**src/common/mem_arb_pkg.sv**
```systemverilog
package mem_arb_pkg;

    ////////////////////////////////////////////////////////////
    // Widths and limits
    ////////////////////////////////////////////////////////////

    localparam int ADDR_W  = 32;                   // Byte address to main memory
    localparam int BLOCK_W = 64;                   // One memory block
    localparam int TAG_W   = 4;                    // Transaction tag, 0 is reserved

    // Usable tags are 1 .. 2**TAG_W-1
    localparam int NUM_TAGS = (1 << TAG_W) - 1;

    // Unaccepted icache cycles before it gets priority
    localparam int STARVE_LIMIT = 4;
    localparam int STARVE_CNT_W = $clog2(STARVE_LIMIT + 1);  // Holds 0 .. STARVE_LIMIT

    ////////////////////////////////////////////////////////////
    // Basic types
    ////////////////////////////////////////////////////////////

    typedef logic [ADDR_W-1:0]  addr_t;
    typedef logic [BLOCK_W-1:0] block_t;
    typedef logic [TAG_W-1:0]   mem_tag_t;      // 0 = not accepted / no data

    // Command bus toward memory
    typedef enum logic [1:0] {
        MEM_NONE  = 2'h0,                       // Idle bus
        MEM_LOAD  = 2'h1,                       // Read one block, data comes back tagged
        MEM_STORE = 2'h2                        // Write one block, no data returned
    } mem_command_e;

    // Owner of an outstanding transaction
    typedef enum logic {
        REQ_ICACHE = 1'b0,
        REQ_DCACHE = 1'b1
    } requester_e;

    ////////////////////////////////////////////////////////////
    // Cache side bundles
    ////////////////////////////////////////////////////////////

    // Request from one cache, held until its accepted strobe
    typedef struct packed {
        logic         valid;                    // Request pending
        mem_command_e command;                  // MEM_LOAD or MEM_STORE
        addr_t        addr;
        block_t       data;                     // Store data, ignored for loads
    } mem_req_t;

    // Returned load data, routed to the owning cache only
    typedef struct packed {
        logic     valid;                        // Data belongs to this cache
        mem_tag_t tag;                          // Tag handed out at acceptance
        block_t   data;
    } mem_resp_t;

endpackage

```
**src/hw/mem_arbiter/arb_fsm.sv**
```systemverilog
module arb_fsm (
    input  logic                      clock,
    input  logic                      rst_n,
    input  mem_arb_pkg::mem_req_t     icache_req,
    input  mem_arb_pkg::mem_req_t     dcache_req,
    input  mem_arb_pkg::mem_tag_t     mem2proc_transaction_tag,  // 0 = memory refused
    input  logic                      starved,                   // From starve_timer

    output mem_arb_pkg::mem_command_e proc2mem_command,
    output mem_arb_pkg::addr_t        proc2mem_addr,
    output mem_arb_pkg::block_t       proc2mem_data,
    output logic                      icache_accepted,
    output logic                      dcache_accepted,
    output mem_arb_pkg::requester_e   grant_owner,               // Who owns the bus this cycle
    output logic                      load_issued                // Accepted load, record its tag
);

    // Priority order of the two caches
    typedef enum logic {
        DCACHE_FIRST = 1'b0,                    // Normal mode, dcache wins ties
        ICACHE_FIRST = 1'b1                     // Icache waited too long
    } arb_state_e;

    arb_state_e            state;
    arb_state_e            state_next;
    logic                  icache_pref;         // Icache has priority this cycle
    logic                  mem_accept;          // Granted request taken by memory
    mem_arb_pkg::mem_req_t granted;             // Request placed on the bus

    ////////////////////////////////////////////////////////////
    // Requester selection
    ////////////////////////////////////////////////////////////

    always_comb begin
        // Starved takes effect in the same cycle, the state only holds it
        icache_pref = (state == ICACHE_FIRST) || starved;

        if (icache_pref) begin
            grant_owner = icache_req.valid ? mem_arb_pkg::REQ_ICACHE
                                           : mem_arb_pkg::REQ_DCACHE;
        end else begin
            grant_owner = dcache_req.valid ? mem_arb_pkg::REQ_DCACHE
                                           : mem_arb_pkg::REQ_ICACHE;
        end

        granted = (grant_owner == mem_arb_pkg::REQ_ICACHE) ? icache_req : dcache_req;
    end

    ////////////////////////////////////////////////////////////
    // Memory bus and handshake
    ////////////////////////////////////////////////////////////

    always_comb begin
        // Idle bus unless the winner really has something
        proc2mem_command = granted.valid ? granted.command : mem_arb_pkg::MEM_NONE;
        proc2mem_addr    = granted.addr;
        proc2mem_data    = granted.data;  // Don't care on loads

        // Any nonzero tag is an acceptance
        mem_accept = granted.valid && (mem2proc_transaction_tag != '0);

        icache_accepted = mem_accept && (grant_owner == mem_arb_pkg::REQ_ICACHE);
        dcache_accepted = mem_accept && (grant_owner == mem_arb_pkg::REQ_DCACHE);

        // Stores get a tag too but never come back
        load_issued = mem_accept && (granted.command == mem_arb_pkg::MEM_LOAD);
    end

    ////////////////////////////////////////////////////////////
    // Priority state
    ////////////////////////////////////////////////////////////

    always_comb begin
        state_next = state;
        case (state)
            DCACHE_FIRST: begin
                // Icache served on the starved cycle itself needs no switch
                if (starved && !icache_accepted) begin
                    state_next = ICACHE_FIRST;
                end
            end
            ICACHE_FIRST: begin
                if (icache_accepted) begin
                    state_next = DCACHE_FIRST;   // Back to normal order
                end
            end
            default: state_next = DCACHE_FIRST;
        endcase
    end

    always_ff @(posedge clock) begin
        if (!rst_n) begin
            state <= DCACHE_FIRST;
        end else begin
            state <= state_next;
        end
    end

    // Only one cache may see its request taken per cycle
    a_one_accept: assert property (@(posedge clock) disable iff (!rst_n)
        !(icache_accepted && dcache_accepted));

    // A pending request always reaches the bus
    a_cmd_driven: assert property (@(posedge clock) disable iff (!rst_n)
        (icache_req.valid || dcache_req.valid) |-> (proc2mem_command != mem_arb_pkg::MEM_NONE));

endmodule

```
**src/hw/mem_arbiter/starve_timer.sv**
```systemverilog
module starve_timer (
    input  logic clock,
    input  logic rst_n,
    input  logic icache_waiting,     // Icache request is valid
    input  logic icache_accepted,    // Memory took the icache request
    output logic starved             // Icache must win next arbitration
);

    logic [mem_arb_pkg::STARVE_CNT_W-1:0] wait_cnt;     // Consecutive lost cycles

    localparam logic [mem_arb_pkg::STARVE_CNT_W-1:0] CNT_MAX =
        mem_arb_pkg::STARVE_CNT_W'(mem_arb_pkg::STARVE_LIMIT);

    ////////////////////////////////////////////////////////////
    // Wait counter
    ////////////////////////////////////////////////////////////

    always_ff @(posedge clock) begin
        if (!rst_n) begin
            wait_cnt <= '0;
        end else if (!icache_waiting || icache_accepted) begin
            // Nothing waiting or it just got through
            wait_cnt <= '0;
        end else if (wait_cnt != CNT_MAX) begin
            wait_cnt <= wait_cnt + 1'b1;
        end
        // Saturated, hold until served
    end

    assign starved = (wait_cnt == CNT_MAX);

    // Saturation must hold
    a_cnt_bound: assert property (@(posedge clock) disable iff (!rst_n)
        wait_cnt <= CNT_MAX);

endmodule

```
**src/hw/mem_arbiter/tag_owner_table.sv**
```systemverilog
module tag_owner_table (
    input  logic                    clock,
    input  logic                    rst_n,

    // Issue side, from arb_fsm
    input  logic                    load_issued,                // Load accepted this cycle
    input  mem_arb_pkg::requester_e grant_owner,                // Cache that issued it
    input  mem_arb_pkg::mem_tag_t   mem2proc_transaction_tag,   // Tag memory gave it

    // Return side, from memory
    input  mem_arb_pkg::block_t     mem2proc_data,
    input  mem_arb_pkg::mem_tag_t   mem2proc_data_tag,          // 0 = nothing returning

    output mem_arb_pkg::mem_resp_t  icache_resp,
    output mem_arb_pkg::mem_resp_t  dcache_resp
);

    ////////////////////////////////////////////////////////////
    // Table storage, entry i holds tag i+1
    ////////////////////////////////////////////////////////////

    logic                    [mem_arb_pkg::NUM_TAGS-1:0] busy;    // Load outstanding
    mem_arb_pkg::requester_e [mem_arb_pkg::NUM_TAGS-1:0] owner;   // Valid only while busy

    logic [mem_arb_pkg::TAG_W-1:0] issue_idx;   // Entry of the tag being handed out
    logic [mem_arb_pkg::TAG_W-1:0] ret_idx;     // Entry of the tag coming back
    logic                          ret_valid;   // Memory returns data this cycle
    logic                          ret_hit;     // And the tag is one of ours

    // Tag 0 never indexes, both uses below are qualified
    assign issue_idx = mem2proc_transaction_tag - 1'b1;
    assign ret_idx   = mem2proc_data_tag - 1'b1;
    assign ret_valid = (mem2proc_data_tag != '0);
    assign ret_hit   = ret_valid && busy[ret_idx];

    ////////////////////////////////////////////////////////////
    // Response routing
    ////////////////////////////////////////////////////////////

    always_comb begin
        // Tag and data fan out to both, valid picks the owner
        icache_resp.tag  = mem2proc_data_tag;
        icache_resp.data = mem2proc_data;
        dcache_resp.tag  = mem2proc_data_tag;
        dcache_resp.data = mem2proc_data;

        icache_resp.valid = ret_hit && (owner[ret_idx] == mem_arb_pkg::REQ_ICACHE);
        dcache_resp.valid = ret_hit && (owner[ret_idx] == mem_arb_pkg::REQ_DCACHE);
    end

    ////////////////////////////////////////////////////////////
    // Entry update
    ////////////////////////////////////////////////////////////

    always_ff @(posedge clock) begin
        if (!rst_n) begin
            busy <= '0;
        end else begin
            if (ret_valid) begin
                busy[ret_idx] <= 1'b0;      // Data delivered, tag is free again
            end
            if (load_issued) begin
                busy[issue_idx] <= 1'b1;    // Later set wins if memory reuses the tag at once
            end
        end
    end

    // Owner is payload, busy says whether it means anything
    always_ff @(posedge clock) begin
        if (load_issued) begin
            owner[issue_idx] <= grant_owner;
        end
    end

    // Memory only returns tags for loads it accepted earlier
    a_ret_busy: assert property (@(posedge clock) disable iff (!rst_n)
        ret_valid |-> busy[ret_idx]);

    // Memory never hands out a tag still in flight, unless it frees in this cycle
    a_issue_free: assert property (@(posedge clock) disable iff (!rst_n)
        load_issued |-> (!busy[issue_idx] || (ret_valid && ret_idx == issue_idx)));

endmodule

```
**src/hw/mem_arbiter/mem_arbiter.sv**
```systemverilog
module mem_arbiter (
    input  logic                     clock,                     // System clock
    input  logic                     rst_n,                     // Sync reset, active low

    // Requests from the two caches
    input  mem_arb_pkg::mem_req_t    icache_req,
    input  mem_arb_pkg::mem_req_t    dcache_req,

    // Memory answers
    input  mem_arb_pkg::mem_tag_t    mem2proc_transaction_tag,  // Nonzero accepts the request
    input  mem_arb_pkg::block_t      mem2proc_data,             // Load data
    input  mem_arb_pkg::mem_tag_t    mem2proc_data_tag,         // Tag of returning data

    // Command bus to memory
    output mem_arb_pkg::mem_command_e proc2mem_command,
    output mem_arb_pkg::addr_t       proc2mem_addr,
    output mem_arb_pkg::block_t      proc2mem_data,

    // Back to the caches
    output logic                     icache_accepted,
    output logic                     dcache_accepted,
    output mem_arb_pkg::mem_tag_t    mem_trxn_tag,              // Same tag seen by both caches
    output mem_arb_pkg::mem_resp_t   icache_resp,
    output mem_arb_pkg::mem_resp_t   dcache_resp
);

    ////////////////////////////////////////////////////////////
    // Internal wires
    ////////////////////////////////////////////////////////////

    logic                    starved;       // Timer -> FSM, icache waited too long
    logic                    load_issued;   // FSM -> table, record this tag
    mem_arb_pkg::requester_e grant_owner;   // FSM -> table, who got the bus

    // Both caches watch the same tag and qualify it with their strobe
    assign mem_trxn_tag = mem2proc_transaction_tag;

    // Picks the requester and drives memory
    arb_fsm arb_fsm_instance (
        .clock                    (clock),
        .rst_n                    (rst_n),
        .icache_req               (icache_req),
        .dcache_req               (dcache_req),
        .mem2proc_transaction_tag (mem2proc_transaction_tag),
        .starved                  (starved),
        .proc2mem_command         (proc2mem_command),
        .proc2mem_addr            (proc2mem_addr),
        .proc2mem_data            (proc2mem_data),
        .icache_accepted          (icache_accepted),
        .dcache_accepted          (dcache_accepted),
        .grant_owner              (grant_owner),
        .load_issued              (load_issued)
    );

    // Bounds how long the icache can lose to the dcache
    starve_timer starve_timer_instance (
        .clock           (clock),
        .rst_n           (rst_n),
        .icache_waiting  (icache_req.valid),
        .icache_accepted (icache_accepted),
        .starved         (starved)
    );

    // Remembers who owns each load tag and steers returning data
    tag_owner_table tag_owner_table_instance (
        .clock                    (clock),
        .rst_n                    (rst_n),
        .load_issued              (load_issued),
        .grant_owner              (grant_owner),
        .mem2proc_transaction_tag (mem2proc_transaction_tag),
        .mem2proc_data            (mem2proc_data),
        .mem2proc_data_tag        (mem2proc_data_tag),
        .icache_resp              (icache_resp),
        .dcache_resp              (dcache_resp)
    );

endmodule

```
**config.mk**
```make
export PLATFORM = sky130hd
export DESIGN_NAME = mem_arbiter
export DESIGN_NICKNAME = d
export VERILOG_FILES = /design/src/common/mem_arb_pkg.sv /design/src/hw/mem_arbiter/arb_fsm.sv /design/src/hw/mem_arbiter/starve_timer.sv /design/src/hw/mem_arbiter/tag_owner_table.sv /design/src/hw/mem_arbiter/mem_arbiter.sv
export SDC_FILE = /design/constraint.sdc
export NUM_CORES = 1
export LEC_CHECK = 0
export BUFFER_PORTS_ARGS = -buffer_cell sky130_fd_sc_hd__clkbuf_2
export CAP_MARGIN = 20
export CORE_AREA = 2 2 198 200
export CTS_CLUSTER_DIAMETER = 200
export DETAILED_ROUTE_END_ITERATION = 6
export DIE_AREA = 0 0 200 202
export GPL_TIMING_DRIVEN = 0
export SETUP_SLACK_MARGIN = 0.15
export SYNTH_ARGS = -nofsm -noshare
export SYNTH_HDL_FRONTEND = slang
export SYNTH_SLANG_ARGS = --single-unit
```
**constraint.sdc**
```tcl
create_clock -name clock -period 2.6 [get_ports clock]
set_input_delay 0.39 -clock clock [delete_from_list [all_inputs] [get_ports clock]]
set_output_delay 0.39 -clock clock [all_outputs]
set_load 0.005 [all_outputs]
```
=== After elaboration in Yosys (flattened, before gate mapping) ===
Cells that the tools add are included.
W data, S select, Z words.

* Flip-flop bits (word level): 34
* Input bits: 272
* Output and inout port bits: 242

* Add/sub/neg operators: 3
* Magnitude comparators: 4
* Eq/ne operators: 3
* Muxes and demuxes: 20
* Bitwise gates (word level): 7
* Reductions and logical operators: 17

{| class="wikitable"
|+ Operators with widths
! operator !! number
|-
| $mux W99 || 1
|-
| $mux W15 || 3
|-
| $and A15 B15 Y15 || 1
|-
| $bwmux W15 || 1
|-
| $not A15 Y15 || 1
|-
| $or A15 B15 Y15 || 1
|-
| $logic_and A1 B1 Y1 || 10
|-
| $lt A4 B5 Y1 const B || 2
|-
| $mux W1 || 9
|-
| $bmux W1 S4 || 2
|-
| $demux W1 S4 || 2
|-
| $ge A4 B1 Y1 const B || 2
|-
| $reduce_bool A4 Y1 || 2
|-
| $sub A4 B1 Y4 const B || 2
|-
| $not A1 Y1 || 4
|-
| $add A3 B1 Y3 const B || 1
|-
| $eq A3 B3 Y1 const B || 1
|-
| $ne A3 B3 Y1 const B || 1
|-
| $eq A2 B1 Y1 const B || 1
|-
| $logic_not A1 Y1 || 2
|-
| $logic_or A1 B1 Y1 || 2
|-
| $mux W2 || 1
|-
| $pmux W1 S2 || 1
|-
| $reduce_or A2 Y1 || 1
|}

=== Depth between registers and ports, before layout ===
Gate-level depths: netlist of run 1.

* Word-level depth: 11
* Gate-level depth with buffers: 10
* Gate-level depth less buffers: 9

=== By module ===
From an unflattened synthesis of run 1, not the netlist that was laid out.

* Cell total of the unflattened synthesis: 419
* Area total of the unflattened synthesis: 4,096.4 um^2

{| class="wikitable"
|+ By module, submodules not included
! module !! times used !! cells an instance !! area an instance (um^2) !! seq. area each (um^2)
|-
| tag_owner_table || 1 || 266 || 2,565.0 || 750.7
|-
| arb_fsm || 1 || 131 || 1,332.5 || 20.0
|-
| starve_timer || 1 || 18 || 168.9 || 60.1
|-
| mem_arbiter || 1 || 4 || 30.0 || 0.0
|}

=== Least setup slack after synthesis of run 1 ===
No wires, ideal clock.

* Path type: input port to output port
* Start: input port mem2proc_data_tag[0]
* End: output port dcache_resp[68] in the netlist's numbering
* Arrival: 1.967 ns
* Required time: 2.210 ns
* Path slack: 0.243 ns
* Stages: 7
* Cells stage by stage: buf_6 > inv_1 > ha_1 > buf_2 > mux4_2 > mux4_2 > nor2b_1

{| class="wikitable"
|+ RTL lines
! what !! RTL line !! RTL
|-
| from (decl) || mem_arbiter.sv:12 || <nowiki>input mem_arb_pkg::mem_tag_t mem2proc_data_tag,</nowiki>
|-
| to (decl) || mem_arbiter.sv:24 || <nowiki>output mem_arb_pkg::mem_resp_t dcache_resp</nowiki>
|}

==> flow_summary.yaml, run 1 <==
run_status:
  outcome: "finished, final reports clean"
synth:
  synth_cell_type_count: 43
  synth_edf_count: 15
  synth-async-reset-ratio_pct: 0
  synth.top_cells.by_area: "nand2_1, buf_4, edfxtp_1"
  synth_area_per_cell_um2: 6.45
  syn_nets: 910
  seq_area_frac_synth_pct: 20.4
  synth_top_area_cell: "nand2_1"
  synth_top_area_share_pct: 29.2
  syn_area_mm2: 0.00408
  postSynthRegisterBits: 34
  ys_warn_count: 0
  ys.flop_type: "dfxtp_1"
  syn_inst: 632
die:
  pin_count: 514
  coreArea_mm2: 0.0383
  row_count: 72
  start_util_pct: 10.7
  dieArea_mm2: 0.0404
  die_w_um: 200
  fp.dieH_um: 202
detailed_routing:
  drt_pass1_iterations: 5
  num_vias: 5815
  finalWirelength_um: 26200
  viasPerCell: 3.55
  wire_per_inst_um: 16.0
  drcViolationCount: 0
  postRouteAntennaNets: 0
  drt_first_iter_violations: 267
setup_path:
  cp_max_fo: 5
  r2r_end: "tag_owner_table_instance.busy[1]$_SDFF_PN0_"
  arrival_ns: 2.16
  critical_path.startpoint_type: "input pin"
  rrSetupSlack_ns: 0.26
  reg2reg_depth: 12
  critPathKind: "input pin to output port"
  cp-end-kind: "output port"
  required_ns: 2.21
  rr_startpoint: "starve_timer_instance.wait_cnt[1]$_SDFFE_PP0N_"
timing:
  setup_viol: 0
  rsz0062_at_grt: "true"
  hold_violations: 0
  fin_skew_ns: 0.00326
  timing.fmax_mhz: 393
  min_period_ns: 2.55
  slew_headroom_pct: 61.4
  worst_pin_slew_ns: 0.577
  post-route-period-util_pct: 98.0
  slew_violations: 0
placement:
  port_buffers: 448
  gp_congestion: 0.852
  hpwl_um: 22000
worst_hold_path:
  min_to: "tag_owner_table_instance.busy[3]$_SDFF_PN0_"
  hold_path.startpoint: "tag_owner_table_instance.busy[3]$_SDFF_PN0_"
  holdCritPathClass: "flip-flop to flip-flop"
  min_path_cells: 2
final_layout:
  mostFrequentLayoutCell: "clkbuf_2"
  finalNetCount: 1397
  fin_util_pct: 22.4
  syn_to_final_growth_pct: 110
  final_cell_mix: "clkbuf_2, nand2_1, buf_4, nand2_4, buf_6"
  fill_cells: 4252
  drive_above_1_share_pct: 67.9
grt:
  grtUsageTotal_pct: 11.5
  grt_overflow: 0
  grt_pass1_wl_um: 34400
  grt_antenna_before_repair: 1
  grt_max_degree: 25
  grt_pass1_vias: 5418
cts:
  cts_buffers: 5
  cts_tree: "yes"
  cts-root-buf: "clkbuf_16"
  clk_path_buf_depth: 2
  cts_sinks: 34
  hold_buffers: 0
  clkTransAtPathRegs_ns: 0.05
  clock_latency_ns: 0.28
  htree_levels: 2
power_and_ir_drop:
  powerDensity_mw_per_mm2: 292
  peakVddDrop_uv: 225
  p_total_mw: 2.50
  p_leak_nw: 4.79
flow_run:
  cap_viol_max_count: 0
power breakdown:
group          internal, mW  leakage, nW  switching (mW)
Sequential            0.563        0.289         0.00227
Combinational         0.686         4.41           0.589
Clock                 0.448       0.0836           0.214
critical path, stage by stage:
cell        delay, ns
clkbuf_16        0.11
buf_12           0.10
clkinvlp_4       0.10
ha_4             0.28
buf_6            0.13
mux2i_2          0.22
o21ai_1          0.08
mux4_2           0.48
nor2_1           0.15
buf_2            0.13
worst max-delay path by stage:
| stage | from | end |
|---|---|---|
| 6_report | mem2proc_data_tag[0] | icache_resp[68] |
| 3_5_place_dp | starve_timer_instance.wait_cnt[0]$_SDFFE_PP0N_ | proc2mem_data[56] |
| 3_3_place_gp | starve_timer_instance.wait_cnt[0]$_SDFFE_PP0N_ | proc2mem_data[56] |
| 2_1_floorplan | mem2proc_data_tag[0] | dcache_resp[68] |
| 5_1_grt | mem2proc_data_tag[0] | icache_resp[68] |
| 4_1_cts | mem2proc_data_tag[0] | dcache_resp[68] |
synthesized netlist by cell type (all sizes together), types with 2 or more instances:
cell type and n:
inv 9, a21o 2, dfxtp 19, or2 2, ha 6, buf 148
nand2b 4, nor2 22, and3 2, o221ai 2, nand2 317, nand3 5
edfxtp 15, and2 2, mux4 7, nor2b 3, nor3 9, a32o 14
clkbuf 17, o21ai 6, a21oi 5, mux2i 2
metal layers:
| metal | vias to the layer above | wire, um | GRT usage (%) |
|---|---|---|---|
| li1 | 2850 | - | - |
| met1 | 2676 | 11500 | 16.1 |
| met2 | 275 | 12600 | 18.9 |
| met3 | 14 | 1720 | 1.77 |
| met4 | 0 | 381 | 1.85 |
| met5 | - | 0 | 0 |
what timing repair did:
item                       in CTS  in global routing
setup endpoints to repair     143                 80
resized for setup             100                212
setup buffers                  15                  8
pin swaps                       6                 66
gates cloned                    2                  7
logic make-up (layout without fill, tap and decap cells):
group | Yosys count | in the layout | synth area share [%]
AOI/OAI and AO/OA | 39 | 39 | 8.13
muxes | 10 | 10 | 4.63
buffers and inverters | 174 | 662 | 29.3
DFF | 34 | 34 | 20.4
other | 0 | 2 | 0
xor gates and xnor gates | 2 | 2 | 0.430
and+or+nand+nor | 367 | 367 | 35.3
adders and majority gates | 6 | 6 | 1.84
through the flow:
step | hold WS [ns] | setup WS, ns | cells | area (um2) | setup TNS [ns]
2_1_floorplan | 0.436 | 0.243 | 632 | 4080 | 0
4_1_cts | 0.464 | 0.0615 | 1623 | 7650 | 0
3_5_place_dp | 0.456 | -0.767 | 1598 | 6970 | -49.80
6_report | 0.464 | 0.0529 | 1640 | 8570 | 0
3_3_place_gp | 0.450 | -0.740 | 1598 | 6970 | -43.89
5_1_grt | 0.494 | -0.0159 | 1638 | 8560 | -0.0159
cell type report:
| class | instances | area, um2 | share of cell area (%) |
|---|---|---|---|
| Inverter | 9 | 63.8 | 0.745 |
| Clock buffer | 5 | 125 | 1.46 |
| Tap cell | 518 | 648 | 7.57 |
| Antenna cell | 2 | 5.00 | 0.0584 |
| Sequential cell | 34 | 833 | 9.73 |
| Buffer | 165 | 1420 | 16.6 |
| Timing Repair Buffer | 479 | 2830 | 33.1 |
| Timing Repair inverter | 1 | 20.0 | 0.234 |
| Multi-Input combinational cell | 424 | 2580 | 30.1 |
| Clock inverter | 3 | 40.0 | 0.467 |
sequential cells by signal (all words and copies together), names as in the netlist:
name and count:
tag_owner_table_instance.busy 15, tag_owner_table_instance.owner 15, arb_fsm_instance.state 1, starve_timer_instance.wait_cnt 3
Note: power is estimated with default switching activity, not from simulation.
==> inputs of run 2 (changes only) <==
==> constraint.sdc (replaced) <==
create_clock -name clock -period 2.6 [get_ports clock]
set_input_delay 0.52 -clock clock [delete_from_list [all_inputs] [get_ports clock]]
set_output_delay 0.52 -clock clock [all_outputs]
set_load 0.005 [all_outputs]
==> flow_summary.yaml, run 2 (synthesis gave the netlist of run 1 again) <==
setup_path:
  slowest_delay_ns: 0.49
  reg2reg_depth: 12
  critPathBufInv: 5
  cp-end-kind: "output port"
  crit_top_cell: "mux4_2"
  rrSetupSlack_ns: 0.24
  path_cells: "clkbuf_16 > buf_12 > inv_8 > ha_4 > buf_8 > mux4_2 > mux4_2 > nor2b_4 > clkbuf_2"
  r2r_end: "tag_owner_table_instance.busy[1]$_SDFF_PN0_"
  rr_startpoint: "starve_timer_instance.wait_cnt[0]$_SDFFE_PP0N_"
  path_delay_family: "multiplexers"
  cp_max_fo: 5
  arrival_ns: 2.22
  critPathKind: "input pin to output port"
  required_ns: 2.08
  critical_path.startpoint_type: "input pin"
  path_depth: 9
  critPathSlowestCell: "mux4_2"
die:
  die_w_um: 200
  row_count: 72
  pin_count: 514
  start_util_pct: 10.7
  coreArea_mm2: 0.0383
  fp.dieH_um: 202
  dieArea_mm2: 0.0404
timing:
  post-route-period-util_pct: 106
  slew_headroom_pct: 63.3
  worst_pin_slew_ns: 0.548
  final.setup.tns_ns: -0.591
  setup_ws_ns: -0.144
  min_period_ns: 2.74
  timing.fmax_mhz: 364
  fin_skew_ns: 0.00139
  setup_viol: 17
  slew_violations: 0
  hold_violations: 0
  rsz0062_at_grt: "true"
final_layout:
  syn_to_final_growth_pct: 157
  mostFrequentLayoutCell: "clkbuf_2"
  fill_cells: 4077
  seq_area_um2: 833
  fin_util_pct: 27.4
  final_cell_mix: "clkbuf_2, buf_4, nand2_4, nand2_2, nand2_1"
  multi_input_area_mm2: 0.00361
  drive_above_1_share_pct: 83.6
  finalNetCount: 1426
  top_regs: "tag_owner_table_instance.busy: 15 flops, tag_owner_table_instance.owner: 15 flops, starve_timer_instance.wait_cnt: 3 flops"
  finalInstanceArea_mm2: 0.0105
cts:
  cts_buffers: 5
  hold_buffers: 0
  cts_sinks: 34
  clkTransAtPathRegs_ns: 0.05
  cts-root-buf: "clkbuf_16"
  clk_path_buf_depth: 2
  cts_tree: "yes"
  htree_levels: 2
  clock_latency_ns: 0.28
power_and_ir_drop:
  p_sw_uw: 981
  p_sw_share_pct: 35.0
  pwr-share-comb_pct: 60.0
  p_seq_share_pct: 20.2
  peakVddDrop_uv: 176
  p_leak_nw: 5.67
  pwr-share-clk_pct: 19.8
  intPower_mw: 1.82
  powerDensity_mw_per_mm2: 268
placement:
  place_area_mm2: 0.00701
  gp_congestion: 0.856
  hpwl_um: 24000
  pre_cts_ws_ns: -1.08
  port_buffers: 448
grt:
  grt_pass1_vias: 5935
  grt_max_degree: 13
  grtUsageTotal_pct: 14.0
  grt_pass1_wl_um: 40300
  grt_antenna_before_repair: 5
  grt_overflow: 0
worst_hold_path:
  min_path_cells: 2
  min_to: "tag_owner_table_instance.busy[3]$_SDFF_PN0_"
  holdCritPathClass: "flip-flop to flip-flop"
  hold_path.startpoint: "tag_owner_table_instance.busy[3]$_SDFF_PN0_"
detailed_routing:
  drt_first_iter_violations: 263
  finalWirelength_um: 31000
  viasPerCell: 3.68
  wire_per_inst_um: 18.6
  drt_pass1_iterations: 4
  num_vias: 6145
  postRouteAntennaNets: 0
  drcViolationCount: 0
run_status:
  outcome: "complete, but fails checks"
  violations: "negative setup slack"
flow_run:
  cap_viol_max_count: 0
run 2: timing repair:
action / 4_1_cts / 5_1_grt
gates cloned: 19 / 3
setup endpoints to repair: 143 / 99
buffers inserted: 32 / 8
pin swaps: 181 / 122
resized for setup: 402 / 286
run 2: per-stage QoR:
stage,hold WS [ns],instances,power [mW]
final,0.470,1668,2.80
after global routing,0.505,1667,2.94
after CTS,0.476,1656,2.58
after detailed placement,0.471,1598,1.61
after global placement,0.450,1598,1.61
after floorplan,0.436,632,1.03
run 2: how the worst max path moves through the flow:
stage,from,to
finish,mem2proc_data_tag[0],dcache_resp[68]
global route,mem2proc_data_tag[0],dcache_resp[68]
CTS,mem2proc_data_tag[0],dcache_resp[68]
detailed placement,starve_timer_instance.wait_cnt[0]$_SDFFE_PP0N_,proc2mem_data[37]
global placement,starve_timer_instance.wait_cnt[0]$_SDFFE_PP0N_,proc2mem_data[37]
floorplan,mem2proc_data_tag[0],dcache_resp[68]
run 2: worst reg2reg max path, delay by kind of cell (launching register included):
family,cells,cell delay (ns)
simple gates,1,0.19
buf+inv,6,0.73
flops,1,0.33
fa+ha+maj,1,0.16
compound gates,4,0.85
run 2: power by group through the flow:
stage | logic (mW) | clock network [mW] | registers [mW]
floorplan | 0.457 | 0 | 0.576
global placement | 1.03 | 0 | 0.576
detailed placement | 1.03 | 0 | 0.577
CTS | 1.45 | 0.568 | 0.565
global route | 1.79 | 0.585 | 0.566
finish | 1.68 | 0.556 | 0.566
run 2: layout make-up:
class	count	share of cell area [%]
multi-input combinational	424	34.5
timing repair inverter	1	0.191
clock inverter	2	0.0836
timing repair buffer	508	34.5
inverter	9	0.645
buffer	165	14.7
antenna	1	0.0239
sequential	34	7.96
tap	518	6.19
clock buffer	6	1.23
run 2: per-layer routing:
layer  track usage [%]  share of wire [%]  routed length, um
met5                 0               0.18                 57
met1              18.9                 44              13600
met2              23.1                 49              15300
met4              2.46                1.2                361
met3              2.65                5.4               1670
